--- src/verilog/dzcpuPkg.sv ---
package dzcpuPkg;

	localparam int DataWidth  = 8;
	localparam int AddrWidth  = 16;
	localparam int UaddrWidth = 7;

	//////////////////////////////////////////////////
	// Micro-op fields

	// Flow control, decides PC advance and end of flow
	typedef enum logic [2:0]
	{
		flowOp,
		flowInc,
		flowEof,
		flowIncEof,
		flowIncEofZ,
		flowIncEofNz,
		flowUpdateFlags
	} uFlow_t;

	typedef enum logic [3:0]
	{
		opNop,
		opSma,
		opSmw,
		opSrm,
		opSx16r,
		opSrx16,
		opAddx16,
		opSubx16,
		opInc16,
		opDec16,
		opSpc
	} uOp_t;

	// Operand select, HL and PC are the 16-bit ones
	typedef enum logic [3:0]
	{
		rA,
		rB,
		rC,
		rH,
		rL,
		rHL,
		rPC,
		rX8,
		rX16,
		rNull
	} uOperand_t;

	typedef enum logic
	{
		seqFetch,
		seqExec
	} seqState_t;

	//////////////////////////////////////////////////
	// Flow start addresses in the micro-op ROM

	localparam logic [UaddrWidth-1:0] flowNop    = 7'd0;
	localparam logic [UaddrWidth-1:0] flowLdBn   = 7'd1;
	localparam logic [UaddrWidth-1:0] flowLdCn   = 7'd5;
	localparam logic [UaddrWidth-1:0] flowLdAn   = 7'd9;
	localparam logic [UaddrWidth-1:0] flowLdHLnn = 7'd13;
	localparam logic [UaddrWidth-1:0] flowIncB   = 7'd20;
	localparam logic [UaddrWidth-1:0] flowDecB   = 7'd22;
	localparam logic [UaddrWidth-1:0] flowAddAB  = 7'd24;
	localparam logic [UaddrWidth-1:0] flowSubB   = 7'd27;
	localparam logic [UaddrWidth-1:0] flowLdHLmA = 7'd30;
	localparam logic [UaddrWidth-1:0] flowLdHLmB = 7'd32;
	localparam logic [UaddrWidth-1:0] flowLdAHLm = 7'd34;
	localparam logic [UaddrWidth-1:0] flowJr     = 7'd37;
	localparam logic [UaddrWidth-1:0] flowJrNz   = 7'd44;
	localparam logic [UaddrWidth-1:0] flowJrZ    = 7'd51;

endpackage

--- src/verilog/dzcpuUopIf.sv ---
`timescale 1ns/1ps

interface dzcpuUopIf
	import dzcpuPkg::*;
();
	// Current micro-op word
	uFlow_t    flow;
	uOp_t      op;
	uOperand_t operand;

	logic      exec;
	logic      fetch;

	// Fed back for the conditional exits
	logic      flagZ;

	modport seq
	(
		output flow, op, operand, exec, fetch,
		input  flagZ
	);

	modport dp
	(
		input  flow, op, operand, exec, fetch,
		output flagZ
	);

endinterface

--- src/verilog/dzcpuOpcodeLut.sv ---
`timescale 1ns/1ps

module dzcpuOpcodeLut
	import dzcpuPkg::*;
(
	input  logic [DataWidth-1:0]  opcode,
	output logic [UaddrWidth-1:0] flowStart
);

	always_comb
	begin
		case (opcode)
			8'h00: flowStart = flowNop;

			// 8-bit and 16-bit immediates
			8'h06: flowStart = flowLdBn;
			8'h0E: flowStart = flowLdCn;
			8'h3E: flowStart = flowLdAn;
			8'h21: flowStart = flowLdHLnn;

			// ALU
			8'h04: flowStart = flowIncB;
			8'h05: flowStart = flowDecB;
			8'h80: flowStart = flowAddAB;
			8'h90: flowStart = flowSubB;

			// Memory through HL
			8'h77: flowStart = flowLdHLmA;
			8'h70: flowStart = flowLdHLmB;
			8'h7E: flowStart = flowLdAHLm;

			// Relative jumps
			8'h18: flowStart = flowJr;
			8'h20: flowStart = flowJrNz;
			8'h28: flowStart = flowJrZ;

			// anything unsupported behaves as NOP
			default: flowStart = flowNop;
		endcase
	end

endmodule

--- src/verilog/dzcpuUcodeRom.sv ---
`timescale 1ns/1ps

module dzcpuUcodeRom
	import dzcpuPkg::*;
(
	input  logic [UaddrWidth-1:0] addr,
	output uFlow_t                flow,
	output uOp_t                  op,
	output uOperand_t             operand
);

	typedef struct packed
	{
		uFlow_t    flow;
		uOp_t      op;
		uOperand_t operand;
	} uWord_t;

	uWord_t word;

	always_comb
	begin
		case (addr)
			flowNop:            word = '{flowIncEof, opNop, rNull};
			//////////////////////////////////////////////////
			// Immediate loads, operand read one cycle after sma
			flowLdBn:           word = '{flowInc, opNop, rNull};
			flowLdBn + 7'd1:    word = '{flowOp, opSma, rPC};
			flowLdBn + 7'd2:    word = '{flowOp, opNop, rNull};
			flowLdBn + 7'd3:    word = '{flowIncEof, opSrm, rB};
			flowLdCn:           word = '{flowInc, opNop, rNull};
			flowLdCn + 7'd1:    word = '{flowOp, opSma, rPC};
			flowLdCn + 7'd2:    word = '{flowOp, opNop, rNull};
			flowLdCn + 7'd3:    word = '{flowIncEof, opSrm, rC};
			flowLdAn:           word = '{flowInc, opNop, rNull};
			flowLdAn + 7'd1:    word = '{flowOp, opSma, rPC};
			flowLdAn + 7'd2:    word = '{flowOp, opNop, rNull};
			flowLdAn + 7'd3:    word = '{flowIncEof, opSrm, rA};
			// Low byte first
			flowLdHLnn:         word = '{flowInc, opNop, rNull};
			flowLdHLnn + 7'd1:  word = '{flowOp, opSma, rPC};
			flowLdHLnn + 7'd2:  word = '{flowOp, opNop, rNull};
			flowLdHLnn + 7'd3:  word = '{flowInc, opSrm, rL};
			flowLdHLnn + 7'd4:  word = '{flowOp, opSma, rPC};
			flowLdHLnn + 7'd5:  word = '{flowOp, opNop, rNull};
			flowLdHLnn + 7'd6:  word = '{flowIncEof, opSrm, rH};
			//////////////////////////////////////////////////
			// ALU flows
			flowIncB:           word = '{flowUpdateFlags, opInc16, rB};
			flowIncB + 7'd1:    word = '{flowIncEof, opNop, rNull};
			flowDecB:           word = '{flowUpdateFlags, opDec16, rB};
			flowDecB + 7'd1:    word = '{flowIncEof, opNop, rNull};
			flowAddAB:          word = '{flowOp, opSx16r, rA};
			flowAddAB + 7'd1:   word = '{flowUpdateFlags, opAddx16, rB};
			flowAddAB + 7'd2:   word = '{flowIncEof, opSrx16, rA};
			flowSubB:           word = '{flowOp, opSx16r, rA};
			flowSubB + 7'd1:    word = '{flowUpdateFlags, opSubx16, rB};
			flowSubB + 7'd2:    word = '{flowIncEof, opSrx16, rA};
			//////////////////////////////////////////////////
			// Memory through HL
			flowLdHLmA:         word = '{flowOp, opSma, rHL};
			flowLdHLmA + 7'd1:  word = '{flowIncEof, opSmw, rA};
			flowLdHLmB:         word = '{flowOp, opSma, rHL};
			flowLdHLmB + 7'd1:  word = '{flowIncEof, opSmw, rB};
			flowLdAHLm:         word = '{flowOp, opSma, rHL};
			flowLdAHLm + 7'd1:  word = '{flowOp, opNop, rNull};
			flowLdAHLm + 7'd2:  word = '{flowIncEof, opSrm, rA};
			//////////////////////////////////////////////////
			// Relative jumps, target is next PC plus signed x8
			flowJr:             word = '{flowInc, opNop, rNull};
			flowJr + 7'd1:      word = '{flowOp, opSma, rPC};
			flowJr + 7'd2:      word = '{flowOp, opNop, rNull};
			flowJr + 7'd3:      word = '{flowInc, opSrm, rX8};
			flowJr + 7'd4:      word = '{flowOp, opSx16r, rPC};
			flowJr + 7'd5:      word = '{flowOp, opAddx16, rX8};
			flowJr + 7'd6:      word = '{flowEof, opSpc, rX16};
			flowJrNz:           word = '{flowInc, opNop, rNull};
			flowJrNz + 7'd1:    word = '{flowOp, opSma, rPC};
			flowJrNz + 7'd2:    word = '{flowOp, opNop, rNull};
			flowJrNz + 7'd3:    word = '{flowIncEofZ, opSrm, rX8};
			flowJrNz + 7'd4:    word = '{flowOp, opSx16r, rPC};
			flowJrNz + 7'd5:    word = '{flowOp, opAddx16, rX8};
			flowJrNz + 7'd6:    word = '{flowEof, opSpc, rX16};
			flowJrZ:            word = '{flowInc, opNop, rNull};
			flowJrZ + 7'd1:     word = '{flowOp, opSma, rPC};
			flowJrZ + 7'd2:     word = '{flowOp, opNop, rNull};
			flowJrZ + 7'd3:     word = '{flowIncEofNz, opSrm, rX8};
			flowJrZ + 7'd4:     word = '{flowOp, opSx16r, rPC};
			flowJrZ + 7'd5:     word = '{flowOp, opAddx16, rX8};
			flowJrZ + 7'd6:     word = '{flowEof, opSpc, rX16};
			default:            word = '{flowOp, opNop, rNull};
		endcase
	end

	assign flow    = word.flow;
	assign op      = word.op;
	assign operand = word.operand;

endmodule

--- src/verilog/dzcpuSequencer.sv ---
`timescale 1ns/1ps

module dzcpuSequencer
	import dzcpuPkg::*;
(
	input  logic                 clock,
	input  logic                 rst,
	input  logic [DataWidth-1:0] memRdData,
	dzcpuUopIf.seq               uop
);

	seqState_t             state;
	logic                  dispatch;
	logic [UaddrWidth-1:0] upc;
	logic [UaddrWidth-1:0] flowStart;
	logic [UaddrWidth-1:0] curUpc;
	uFlow_t                romFlow;
	uOp_t                  romOp;
	uOperand_t             romOperand;
	logic                  endOfFlow;

	dzcpuOpcodeLut i_lut
	(
		.opcode    (memRdData),
		.flowStart (flowStart)
	);

	// Opcode byte arrives in the first execute cycle
	assign curUpc = dispatch ? flowStart : upc;

	dzcpuUcodeRom i_rom
	(
		.addr    (curUpc),
		.flow    (romFlow),
		.op      (romOp),
		.operand (romOperand)
	);

	always_comb
	begin
		case (romFlow)
			flowEof,
			flowIncEof:   endOfFlow = 1'b1;
			flowIncEofZ:  endOfFlow = uop.flagZ;
			flowIncEofNz: endOfFlow = !uop.flagZ;
			default:      endOfFlow = 1'b0;
		endcase
	end

	always_ff @(posedge clock)
	begin
		if (rst)
		begin
			state    <= seqFetch;
			dispatch <= 1'b0;
			upc      <= '0;
		end
		else
		begin
			dispatch <= (state == seqFetch);
			upc      <= curUpc + 1'b1;
			case (state)
				seqFetch: state <= seqExec;
				seqExec:
				begin
					if (endOfFlow)
						state <= seqFetch;
				end
				default:  state <= seqFetch;
			endcase
		end
	end

	assign uop.flow    = romFlow;
	assign uop.op      = romOp;
	assign uop.operand = romOperand;
	assign uop.exec    = (state == seqExec);
	assign uop.fetch   = (state == seqFetch);

endmodule

--- src/verilog/dzcpuDatapath.sv ---
`timescale 1ns/1ps

module dzcpuDatapath
	import dzcpuPkg::*;
#(
	parameter int DataWidth = 8,
	parameter int AddrWidth = 16
)
(
	input  logic                 clock,
	input  logic                 rst,
	dzcpuUopIf.dp                uop,
	output logic [AddrWidth-1:0] memAddr,
	output logic [DataWidth-1:0] memWrData,
	output logic                 memWe,
	input  logic [DataWidth-1:0] memRdData
);

	localparam int ExtWidth = AddrWidth - DataWidth;

	logic [DataWidth-1:0] regA, regB, regC, regH, regL, regX8;
	logic [AddrWidth-1:0] regX16;
	logic [AddrWidth-1:0] pc;
	logic [AddrWidth-1:0] addrReg;
	logic                 flagZ;
	logic                 flagC;

	logic [AddrWidth-1:0] opVal;
	logic [AddrWidth-1:0] aluResult;
	logic [AddrWidth-1:0] wrVal;
	uOperand_t            wrDest;
	logic                 wrEn;
	logic                 pcInc;

	//////////////////////////////////////////////////
	// Operand read and ALU

	always_comb
	begin
		case (uop.operand)
			rA:      opVal = {{ExtWidth{1'b0}}, regA};
			rB:      opVal = {{ExtWidth{1'b0}}, regB};
			rC:      opVal = {{ExtWidth{1'b0}}, regC};
			rH:      opVal = {{ExtWidth{1'b0}}, regH};
			rL:      opVal = {{ExtWidth{1'b0}}, regL};
			rHL:     opVal = {regH, regL};
			rPC:     opVal = pc;
			// Relative jump offset is signed
			rX8:     opVal = {{ExtWidth{regX8[DataWidth-1]}}, regX8};
			rX16:    opVal = regX16;
			default: opVal = '0;
		endcase
	end

	always_comb
	begin
		case (uop.op)
			opAddx16: aluResult = regX16 + opVal;
			opSubx16: aluResult = regX16 - opVal;
			opInc16:  aluResult = opVal + 1'b1;
			opDec16:  aluResult = opVal - 1'b1;
			default:  aluResult = opVal;
		endcase
	end

	// Destination and value for the register write
	always_comb
	begin
		wrEn   = 1'b1;
		wrDest = uop.operand;
		wrVal  = aluResult;
		case (uop.op)
			opSrm:    wrVal = {{ExtWidth{1'b0}}, memRdData};
			opSrx16:  wrVal = regX16;
			opInc16,
			opDec16:  wrVal = aluResult;
			opAddx16,
			opSubx16,
			opSx16r:  wrDest = rX16;
			opSpc:    wrDest = rPC;
			default:  wrEn = 1'b0;
		endcase
	end

	assign pcInc = uop.flow inside {flowInc, flowIncEof, flowIncEofZ, flowIncEofNz};

	//////////////////////////////////////////////////
	// Registers

	always_ff @(posedge clock)
	begin
		if (rst)
		begin
			pc      <= '0;
			addrReg <= '0;
			flagZ   <= 1'b0;
			flagC   <= 1'b0;
		end
		else if (uop.exec)
		begin
			if (pcInc)
				pc <= pc + 1'b1;
			if (wrEn && wrDest == rPC)
				pc <= wrVal;
			if (uop.op == opSma)
				addrReg <= opVal;
			if (uop.flow == flowUpdateFlags)
			begin
				flagZ <= (aluResult[DataWidth-1:0] == '0);
				flagC <= aluResult[DataWidth];
			end
		end
	end

	always_ff @(posedge clock)
	begin
		if (uop.exec && wrEn)
		begin
			case (wrDest)
				rA:      regA <= wrVal[DataWidth-1:0];
				rB:      regB <= wrVal[DataWidth-1:0];
				rC:      regC <= wrVal[DataWidth-1:0];
				rH:      regH <= wrVal[DataWidth-1:0];
				rL:      regL <= wrVal[DataWidth-1:0];
				rHL:     {regH, regL} <= wrVal;
				rX8:     regX8 <= wrVal[DataWidth-1:0];
				rX16:    regX16 <= wrVal;
				default: ;
			endcase
		end
	end

	// PC goes out during fetch
	assign memAddr   = uop.fetch ? pc : addrReg;
	assign memWrData = opVal[DataWidth-1:0];
	assign memWe     = uop.exec && (uop.op == opSmw);
	assign uop.flagZ = flagZ;

endmodule

--- src/verilog/dzcpuTop.sv ---
`timescale 1ns/1ps

module dzcpuTop
	import dzcpuPkg::*;
(
	input  logic                 clock,
	input  logic                 rst,
	output logic [AddrWidth-1:0] memAddr,
	output logic [DataWidth-1:0] memWrData,
	output logic                 memWe,
	input  logic [DataWidth-1:0] memRdData
);

	// Micro-op and status between the two halves
	dzcpuUopIf i_uopIf ();

	dzcpuSequencer i_seq
	(
		.clock     (clock),
		.rst       (rst),
		.memRdData (memRdData),
		.uop       (i_uopIf)
	);

	dzcpuDatapath
	#(
		.DataWidth (DataWidth),
		.AddrWidth (AddrWidth)
	)
	i_dp
	(
		.clock     (clock),
		.rst       (rst),
		.uop       (i_uopIf),
		.memAddr   (memAddr),
		.memWrData (memWrData),
		.memWe     (memWe),
		.memRdData (memRdData)
	);

endmodule

--- config.mk ---
export PLATFORM = sky130hd
export DESIGN_NAME = dzcpuTop
export DESIGN_NICKNAME = d
export VERILOG_FILES = /design/src/verilog/dzcpuPkg.sv /design/src/verilog/dzcpuUopIf.sv /design/src/verilog/dzcpuOpcodeLut.sv /design/src/verilog/dzcpuUcodeRom.sv /design/src/verilog/dzcpuSequencer.sv /design/src/verilog/dzcpuDatapath.sv /design/src/verilog/dzcpuTop.sv
export SDC_FILE = /design/constraint.sdc
export NUM_CORES = 1
export LEC_CHECK = 0
export BUFFER_PORTS_ARGS = -buffer_cell sky130_fd_sc_hd__buf_2
export CAP_MARGIN = 40
export CORE_UTILIZATION = 45
export DETAILED_ROUTE_END_ITERATION = 12
export GPL_TIMING_DRIVEN = 0
export PLACE_DENSITY = 0.59
export SLEW_MARGIN = 20
export SYNTH_ARGS = -nofsm -noshare
export SYNTH_HDL_FRONTEND = slang
export SYNTH_SLANG_ARGS = --single-unit
--- constraint.sdc ---
create_clock -name clock -period 18.8 [get_ports clock]
set_input_delay 2.82 -clock clock [delete_from_list [all_inputs] [get_ports clock]]
set_output_delay 2.82 -clock clock [all_outputs]
set_load 0.02 [all_outputs]
==> impl_metrics.tcl, run 1 <==
set metrics [dict create \
    status "completed" \
    clockBufferDepth 2 \
    dieArea_sq_um 20500 \
    hpwlAfterDp_um 24300 \
    holdPathStages 2 \
    startpoint_type "input pin" \
    finalSetupViolations 0 \
    end_kind "primary output" \
    hold_viol 0 \
    holdWs_ns 0.506 \
    grt_first_pass_wirelength_um 47600 \
    firstDrtPassIters 6 \
    cp_max_fo 12 \
    synth.distinct_cells 100 \
    path_cells "buf_2 > buf_2 > nor2_1 > nor4b_1 > o311ai_1 > and2_1 > buf_2 > ha_1 > clkbuf_1 > and2_1 > nand2_1 > nand2_1 > a31oi_1 > nor3_2 > and3_1 > clkbuf_1 > nand2_1 > and4b_1 > inv_1 > buf_4 > buf_2" \
    top_level_ports 35 \
    hold_path_end "i_dp.addrReg[1]$_SDFFE_PP0P_" \
    timing.rr.end "i_dp.regH[6]$_DFFE_PP_" \
    syn-cell-area_sq_um 8960 \
    rr_startpoint "i_seq.dispatch$_SDFF_PP0_" \
    drive_gt1_share_pct 15.1 \
    post-route-period-util_pct 57.9 \
    grt_max_degree 20 \
    ir_drop_uv 60.4 \
    powerDensity_nw_per_um2 141 \
    cts_inserted_buffers 9 \
    cts_setup_buffers 0 \
    syn_area_per_cell_sq_um 8.63 \
    seq_area_frac_synth_pct 30.8 \
    viasPerCell 6.42 \
    cts_tree "yes" \
    ys.flop_type "edfxtp_1" \
    wire_per_inst_um 23.2 \
    synth_fp_nets 1093 \
    root_buffer "clkbuf_16" \
    max_freq_mhz 91.9 \
    hold_class "reg -> reg" \
    fin_skew_ns 0.0124 \
    path_clk_slew_ns 0.08 \
    layout_min_cycle_time_ns 10.88 \
    place.port_buffers 32 \
    drv_slew 0 \
    arrival_ns 8.06 \
    tns_ns 0 \
    fin_nets 1148 \
    grtUsageTotal_pct 31.2 \
    drc 0 \
    post-route-util_pct 50.7 \
    start_util_pct 46.0 \
    rsz0062_at_grt "no" \
    power.leakage_uw 0.00381 \
    diodes 0 \
    grt_pass1_vias 8013 \
    r2r.worst_path.cells 30 \
    drt-total-wl_um 31600 \
    ant_nets 0 \
    synth_edf_count 64 \
    grt-ovfl-total 0 \
    worstSetupPathType "in -> out" \
    reg2reg_slack_ns 10.54 \
    ys_seq_elements 106 \
    synth_cells 1038 \
    async_reset_ff_share_pct 0 \
    numClockSinks 106 \
    cpMostUsedCell "buf_2" \
    dieHeight_um 143 \
    relSlewSlack_pct 43.9 \
    cts_resized 0 \
    cap_violations 0 \
    min-delay-start "i_dp.addrReg[1]$_SDFFE_PP0P_" \
    die_x_um 143 \
    area_delta_synth_final_pct 10.1 \
    core_sq_um 19500 \
    cp.required_ns 15.98 \
    place_ws_ns 7.88 \
    rows 51 \
    postCtsHoldBufs 0 \
    layout_setup_ws_ns 7.92 \
    clock_latency_ns 0.37 \
    antenna_found_initial 0 \
    tightest_slew_ns 0.833 \
    critPathSlowestCell "nor3_2" \
    gp_congestion 0.918 \
    drtIter0Drc 901 \
    htreeDepth 3 \
    yosys_warnings 0 \
    vias 8745 \
    worst_path_largest_cell_delay_ns 0.62 \
    fillers 1902 \
]
## registers in the layout, indices dropped and copies added (netlist names)
register,cells
i_dp.addrReg,16
i_dp.pc,16
i_dp.regA,8
i_dp.regB,8
i_dp.regC,8
i_dp.regH,8
i_dp.regL,8
i_dp.regX16,16
i_dp.regX8,8
i_dp.uop.flagZ,1
i_seq.dispatch,1
i_seq.uop.exec,1
i_seq.upc,7
## cell usage in the layout, fill, tap and decap left out, drive strengths merged, types with 10 or more instances in the layout
cell,n
o221ai,10
nor3,28
nand2,90
a211oi,30
nand3,48
nor4,16
a31oi,14
mux2,21
o21ai,36
xor2,13
xnor2,34
nor2b,19
o211ai,13
a21oi,57
inv,55
buf,85
nand2b,15
or2,10
a22oi,21
dfxtp,42
ha,43
mux2i,26
and2,12
clkbuf,40
nor2,72
edfxtp,64
or3,13
and3,16
## synth_stat cells, drive strengths merged, types with 6 or more instances
master / count / area share [%]
a211oi: 30 / 2.8
o21a: 9 / 0.75
nand4: 7 / 0.49
nor2: 72 / 3.2
nor3: 28 / 1.7
nor4: 16 / 1.4
nand3: 48 / 2.7
o22ai: 9 / 0.63
a22oi: 21 / 1.8
o221ai: 10 / 0.98
a21oi: 57 / 3.2
o21ai: 36 / 2.1
and3: 16 / 1.1
xnor2: 34 / 3.3
inv: 50 / 2.1
nor3b: 7 / 0.59
o211ai: 13 / 1.1
dfxtp: 42 / 9.4
or2: 10 / 0.70
a221o: 6 / 0.67
mux2: 21 / 2.6
nand2: 90 / 3.8
a31oi: 14 / 0.98
nand2b: 15 / 1.0
and2: 12 / 0.84
a22o: 9 / 0.88
xor2: 13 / 1.3
buf: 42 / 2.7
clkbuf: 28 / 1.2
nor4b: 7 / 0.82
edfxtp: 64 / 21
mux2i: 26 / 2.9
nor2b: 19 / 1.3
a222oi: 6 / 0.67
or3: 13 / 0.96
ha: 43 / 6.0
## cell families (layout without fill, tap and decap cells)
logic type      after synthesis  after routing  synth area share [%]
simple gates                381            381                  22.8
compound gates              290            290                  23.7
buf+inv                     121            181                  6.00
flops                       106            106                  30.8
xor+xnor                     47             47                  4.59
mux                          47             47                  5.54
fa+ha+maj                    46             46                  6.56
## through the flow
stage | instances | cell area [sq um] | power [uW]
floorplan | 1038 | 8960 | 919
global placement | 1335 | 9450 | 1160
detailed placement | 1344 | 9530 | 1170
CTS | 1360 | 9840 | 1380
global route | 1363 | 9870 | 1470
finish | 1363 | 9870 | 1400
## report_power, final
| group | leakage (uW) | internal, uW | switching [uW] |
|---|---|---|---|
| clock network | 0.000156 | 105 | 95.5 |
| logic | 0.00273 | 313 | 555 |
| registers | 0.000926 | 307 | 18.8 |
| total | 0.00381 | 726 | 670 |
## worst max path at each step
stage,slack (ns),start,cells past startpoint,end
4_1_cts,7.95,memRdData[5],22,memWrData[1]
6_report,7.92,memRdData[5],21,memWrData[7]
3_5_place_dp,7.88,memRdData[5],33,i_dp.regH[6]$_DFFE_PP_
2_1_floorplan,9.40,memRdData[3],19,memWrData[1]
3_3_place_gp,7.80,memRdData[6],32,i_dp.regH[7]$_DFFE_PP_
5_1_grt,7.38,memRdData[5],33,i_dp.regH[6]$_DFFE_PP_
## per-layer routing
| metal | track usage (%) | wire [um] | share of wire, % | vias to the layer above |
|---|---|---|---|---|
| li1 | - | - | - | 4041 |
| met1 | 40.9 | 13500 | 43 | 4239 |
| met2 | 51.8 | 15000 | 47 | 393 |
| met3 | 4.49 | 2070 | 6.5 | 72 |
| met4 | 11.5 | 1080 | 3.4 | 0 |
| met5 | 0 | 0 | 0 | - |
## worst max-delay path: cells and delay by family
family,cells,cell delay (ns)
adder cells (fa/ha/maj),1,0.18
AND/OR/NAND/NOR,10,2.61
buffers and inverters,8,1.79
AO/OA/AOI/OAI,2,0.66
## final cells by class
cell class | instances | area (sq um) | area share [%]
sequential | 106 | 2760 | 28.0
clock inverter | 5 | 48.8 | 0.495
multi-input combinational | 811 | 5680 | 57.6
tap | 265 | 332 | 3.36
buffer | 70 | 347 | 3.51
clock buffer | 11 | 264 | 2.68
inverter | 51 | 191 | 1.94
timing repair buffer | 44 | 243 | 2.46
(Power assumes the default switching activity.)
==> run 2: changes to the inputs <==
--- a/config.mk
+++ b/config.mk
@@ -10,7 +10,7 @@
 export CORE_UTILIZATION = 45
 export DETAILED_ROUTE_END_ITERATION = 12
 export GPL_TIMING_DRIVEN = 0
-export PLACE_DENSITY = 0.59
+export PLACE_DENSITY = 0.61
 export SLEW_MARGIN = 20
 export SYNTH_ARGS = -nofsm -noshare
 export SYNTH_HDL_FRONTEND = slang
==> constraint.sdc (replaced) <==
create_clock -name clock -period 9.1 [get_ports clock]
set_input_delay 1.365 -clock clock [delete_from_list [all_inputs] [get_ports clock]]
set_output_delay 1.365 -clock clock [all_outputs]
set_load 0.02 [all_outputs]
==> run 2 against run 1 <==
Compared with the run above:
- sequential share of layout area shrank 0.27 points
- combinational power increased by 110%
- register-to-register slack worse by 9.2 ns
- largest power group unchanged
- first-iteration DRC count down 13%
- clock power rose by 96%
- routed wire length is 3.1% lower
- sequential power grew 110%
- count of clock-buffer cells in the layout decreased by 1
- worst setup slack worse by 7.5 ns
- utilization is 0.50 points higher
- via count up 0.24%
- power rose by 110%
==> impl_metrics.tcl, run 2 (same netlist as run 1, synthesis figures left out) <==
set metrics [dict create \
    relSlewSlack_pct 43.8 \
    end_kind "flip-flop" \
    clock_latency_ns 0.36 \
    reg2reg_slack_ns 1.36 \
    cts_inserted_buffers 9 \
    netSwitchingFraction_pct 47.7 \
    final_area_sq_um 9960 \
    vias 8766 \
    top_level_ports 35 \
    final_cell_mix "90 x nand2_1, 68 x nor2_1, 64 x edfxtp_1" \
    final_common_cell "nand2_1" \
    die_x_um 143 \
    grt_first_pass_wirelength_um 46500 \
    drc 0 \
    wire_per_inst_um 22.5 \
    post-route-period-util_pct 95.0 \
    dieArea_sq_um 20500 \
    grt-ovfl-total 0 \
    core_sq_um 19500 \
    hold_class "reg -> reg" \
    critPathSlowestCell "or4b_2" \
    numClockSinks 106 \
    place.port_buffers 32 \
    fillers 1859 \
    tightest_slew_ns 0.819 \
    gp_congestion 0.957 \
    htreeDepth 3 \
    dpl-instance-area_sq_um 9540 \
    combPwrFrac_pct 63.0 \
    finalSetupViolations 0 \
    drtIter0Drc 785 \
    firstDrtPassIters 6 \
    dieHeight_um 143 \
    largestRegisters "i_dp.addrReg: 16 flops, i_dp.pc: 16 flops, i_dp.regX16: 16 flops" \
    worstSetupPathType "in -> reg" \
    rows 51 \
    grt_max_degree 19 \
    status "completed" \
    fin_skew_ns 0.00701 \
    ant_nets 0 \
    path_clk_slew_ns 0.07 \
    hpwlAfterDp_um 23500 \
    antenna_found_initial 0 \
    intPower_uw 1510 \
    postCtsHoldBufs 0 \
    viasPerCell 6.43 \
    worst_path_largest_cell_delay_ns 0.67 \
    power_frac_clock_pct 13.6 \
    clockBufferDepth 2 \
    arrival_ns 8.76 \
    area_delta_synth_final_pct 11.2 \
    startpoint_type "input pin" \
    cp.required_ns 9.21 \
    diodes 0 \
    power.leakage_uw 0.00384 \
    hold_viol 0 \
    post-route-util_pct 51.2 \
    drt-total-wl_um 30600 \
    p_seq_share_pct 23.4 \
    drv_slew 0 \
    cap_violations 0 \
    grt_pass1_vias 7972 \
    cp_max_fo 10 \
    ir_drop_uv 139 \
    grtUsageTotal_pct 30.4 \
    start_util_pct 46.0 \
    layout_min_cycle_time_ns 8.65 \
    cts_tree "yes" \
    fin_nets 1148 \
    root_buffer "clkbuf_16" \
    powerDensity_nw_per_um2 289 \
    cpMostUsedCell "buf_2" \
    max_freq_mhz 116 \
    power.net_switching_uw 1370 \
    rsz0062_at_grt "no" \
    drive_gt1_share_pct 16.7 \
]
[run 2: cell types whose count changed in the layout (fill, tap and decap cells not counted), sizes merged]
| cell | delta |
|---|---|
| clkbuf | -5 |
| buf | +4 |
| clkinvlp | +1 |
[run 2: final timing paths]
kind / from / end / cells after the start
setup / recovery: memRdData[3] / i_dp.regH[6]$_DFFE_PP_ / 31
hold / removal: i_dp.addrReg[3]$_SDFFE_PP0P_ / i_dp.addrReg[3]$_SDFFE_PP0P_ / 2
hold reg to reg: i_dp.addrReg[3]$_SDFFE_PP0P_ / i_dp.addrReg[3]$_SDFFE_PP0P_ / 2
setup reg to reg: i_seq.dispatch$_SDFF_PP0_ / i_dp.regH[6]$_DFFE_PP_ / 29
[run 2: area by class of cell]
cell class	instances	area, sq um	area share (%)
Tap cell	265	332	3.33
Clock buffer	10	250	2.51
Clock inverter	6	43.8	0.440
Multi-Input combinational cell	811	5770	57.9
Timing Repair Buffer	48	274	2.75
Sequential cell	106	2760	27.7
Buffer	66	338	3.39
Inverter	51	195	1.96
[run 2: timing repair]
action,CTS,global route
setup endpoints to repair,1,29
buffers inserted,0,6
gates resized for setup,2,23
pin swaps,0,2
[run 2: power groups by stage]
| stage | clock network, uW | registers, uW | logic (uW) |
|---|---|---|---|
| floorplan | 0 | 665 | 1230 |
| global placement | 0 | 683 | 1700 |
| detailed placement | 0 | 681 | 1730 |
| CTS | 397 | 671 | 1740 |
| global route | 416 | 676 | 1960 |
| finish | 393 | 673 | 1810 |
[run 2: stage by stage]
stage | hold slack, ns | setup slack, ns | total power [uW] | TNS (ns) | instances
6_report | 0.509 | 0.453 | 2880 | 0 | 1363
5_1_grt | 0.516 | 0.00957 | 3050 | 0 | 1363
4_1_cts | 0.501 | 0.0691 | 2810 | 0 | 1361
3_5_place_dp | 0.490 | -0.379 | 2410 | -2.18 | 1345
3_3_place_gp | 0.482 | -0.471 | 2390 | -2.69 | 1335
2_1_floorplan | 0.454 | 1.34 | 1900 | 0 | 1038
[run 2: critical path: cells and delay by family]
family                   cells  cell delay (ns)
buffers and inverters        5             0.89
AND/OR/NAND/NOR              9             2.62
multiplexers                 1             0.31
XOR/XNOR                     1             0.09
adder cells (fa/ha/maj)      2             0.62
AO/OA/AOI/OAI               13             2.84
[run 2: per-layer routing]
| layer | global-route usage (%) | part of all wire, % | wire length [um] | vias to the layer above |
|---|---|---|---|---|
| met3 | 4.56 | 7.1 | 2180 | 78 |
| li1 | - | - | - | 4033 |
| met5 | 0 | 0 | 0 | - |
| met1 | 40.5 | 43 | 13100 | 4235 |
| met4 | 10.7 | 3.3 | 1020 | 0 |
| met2 | 49.9 | 47 | 14300 | 420 |
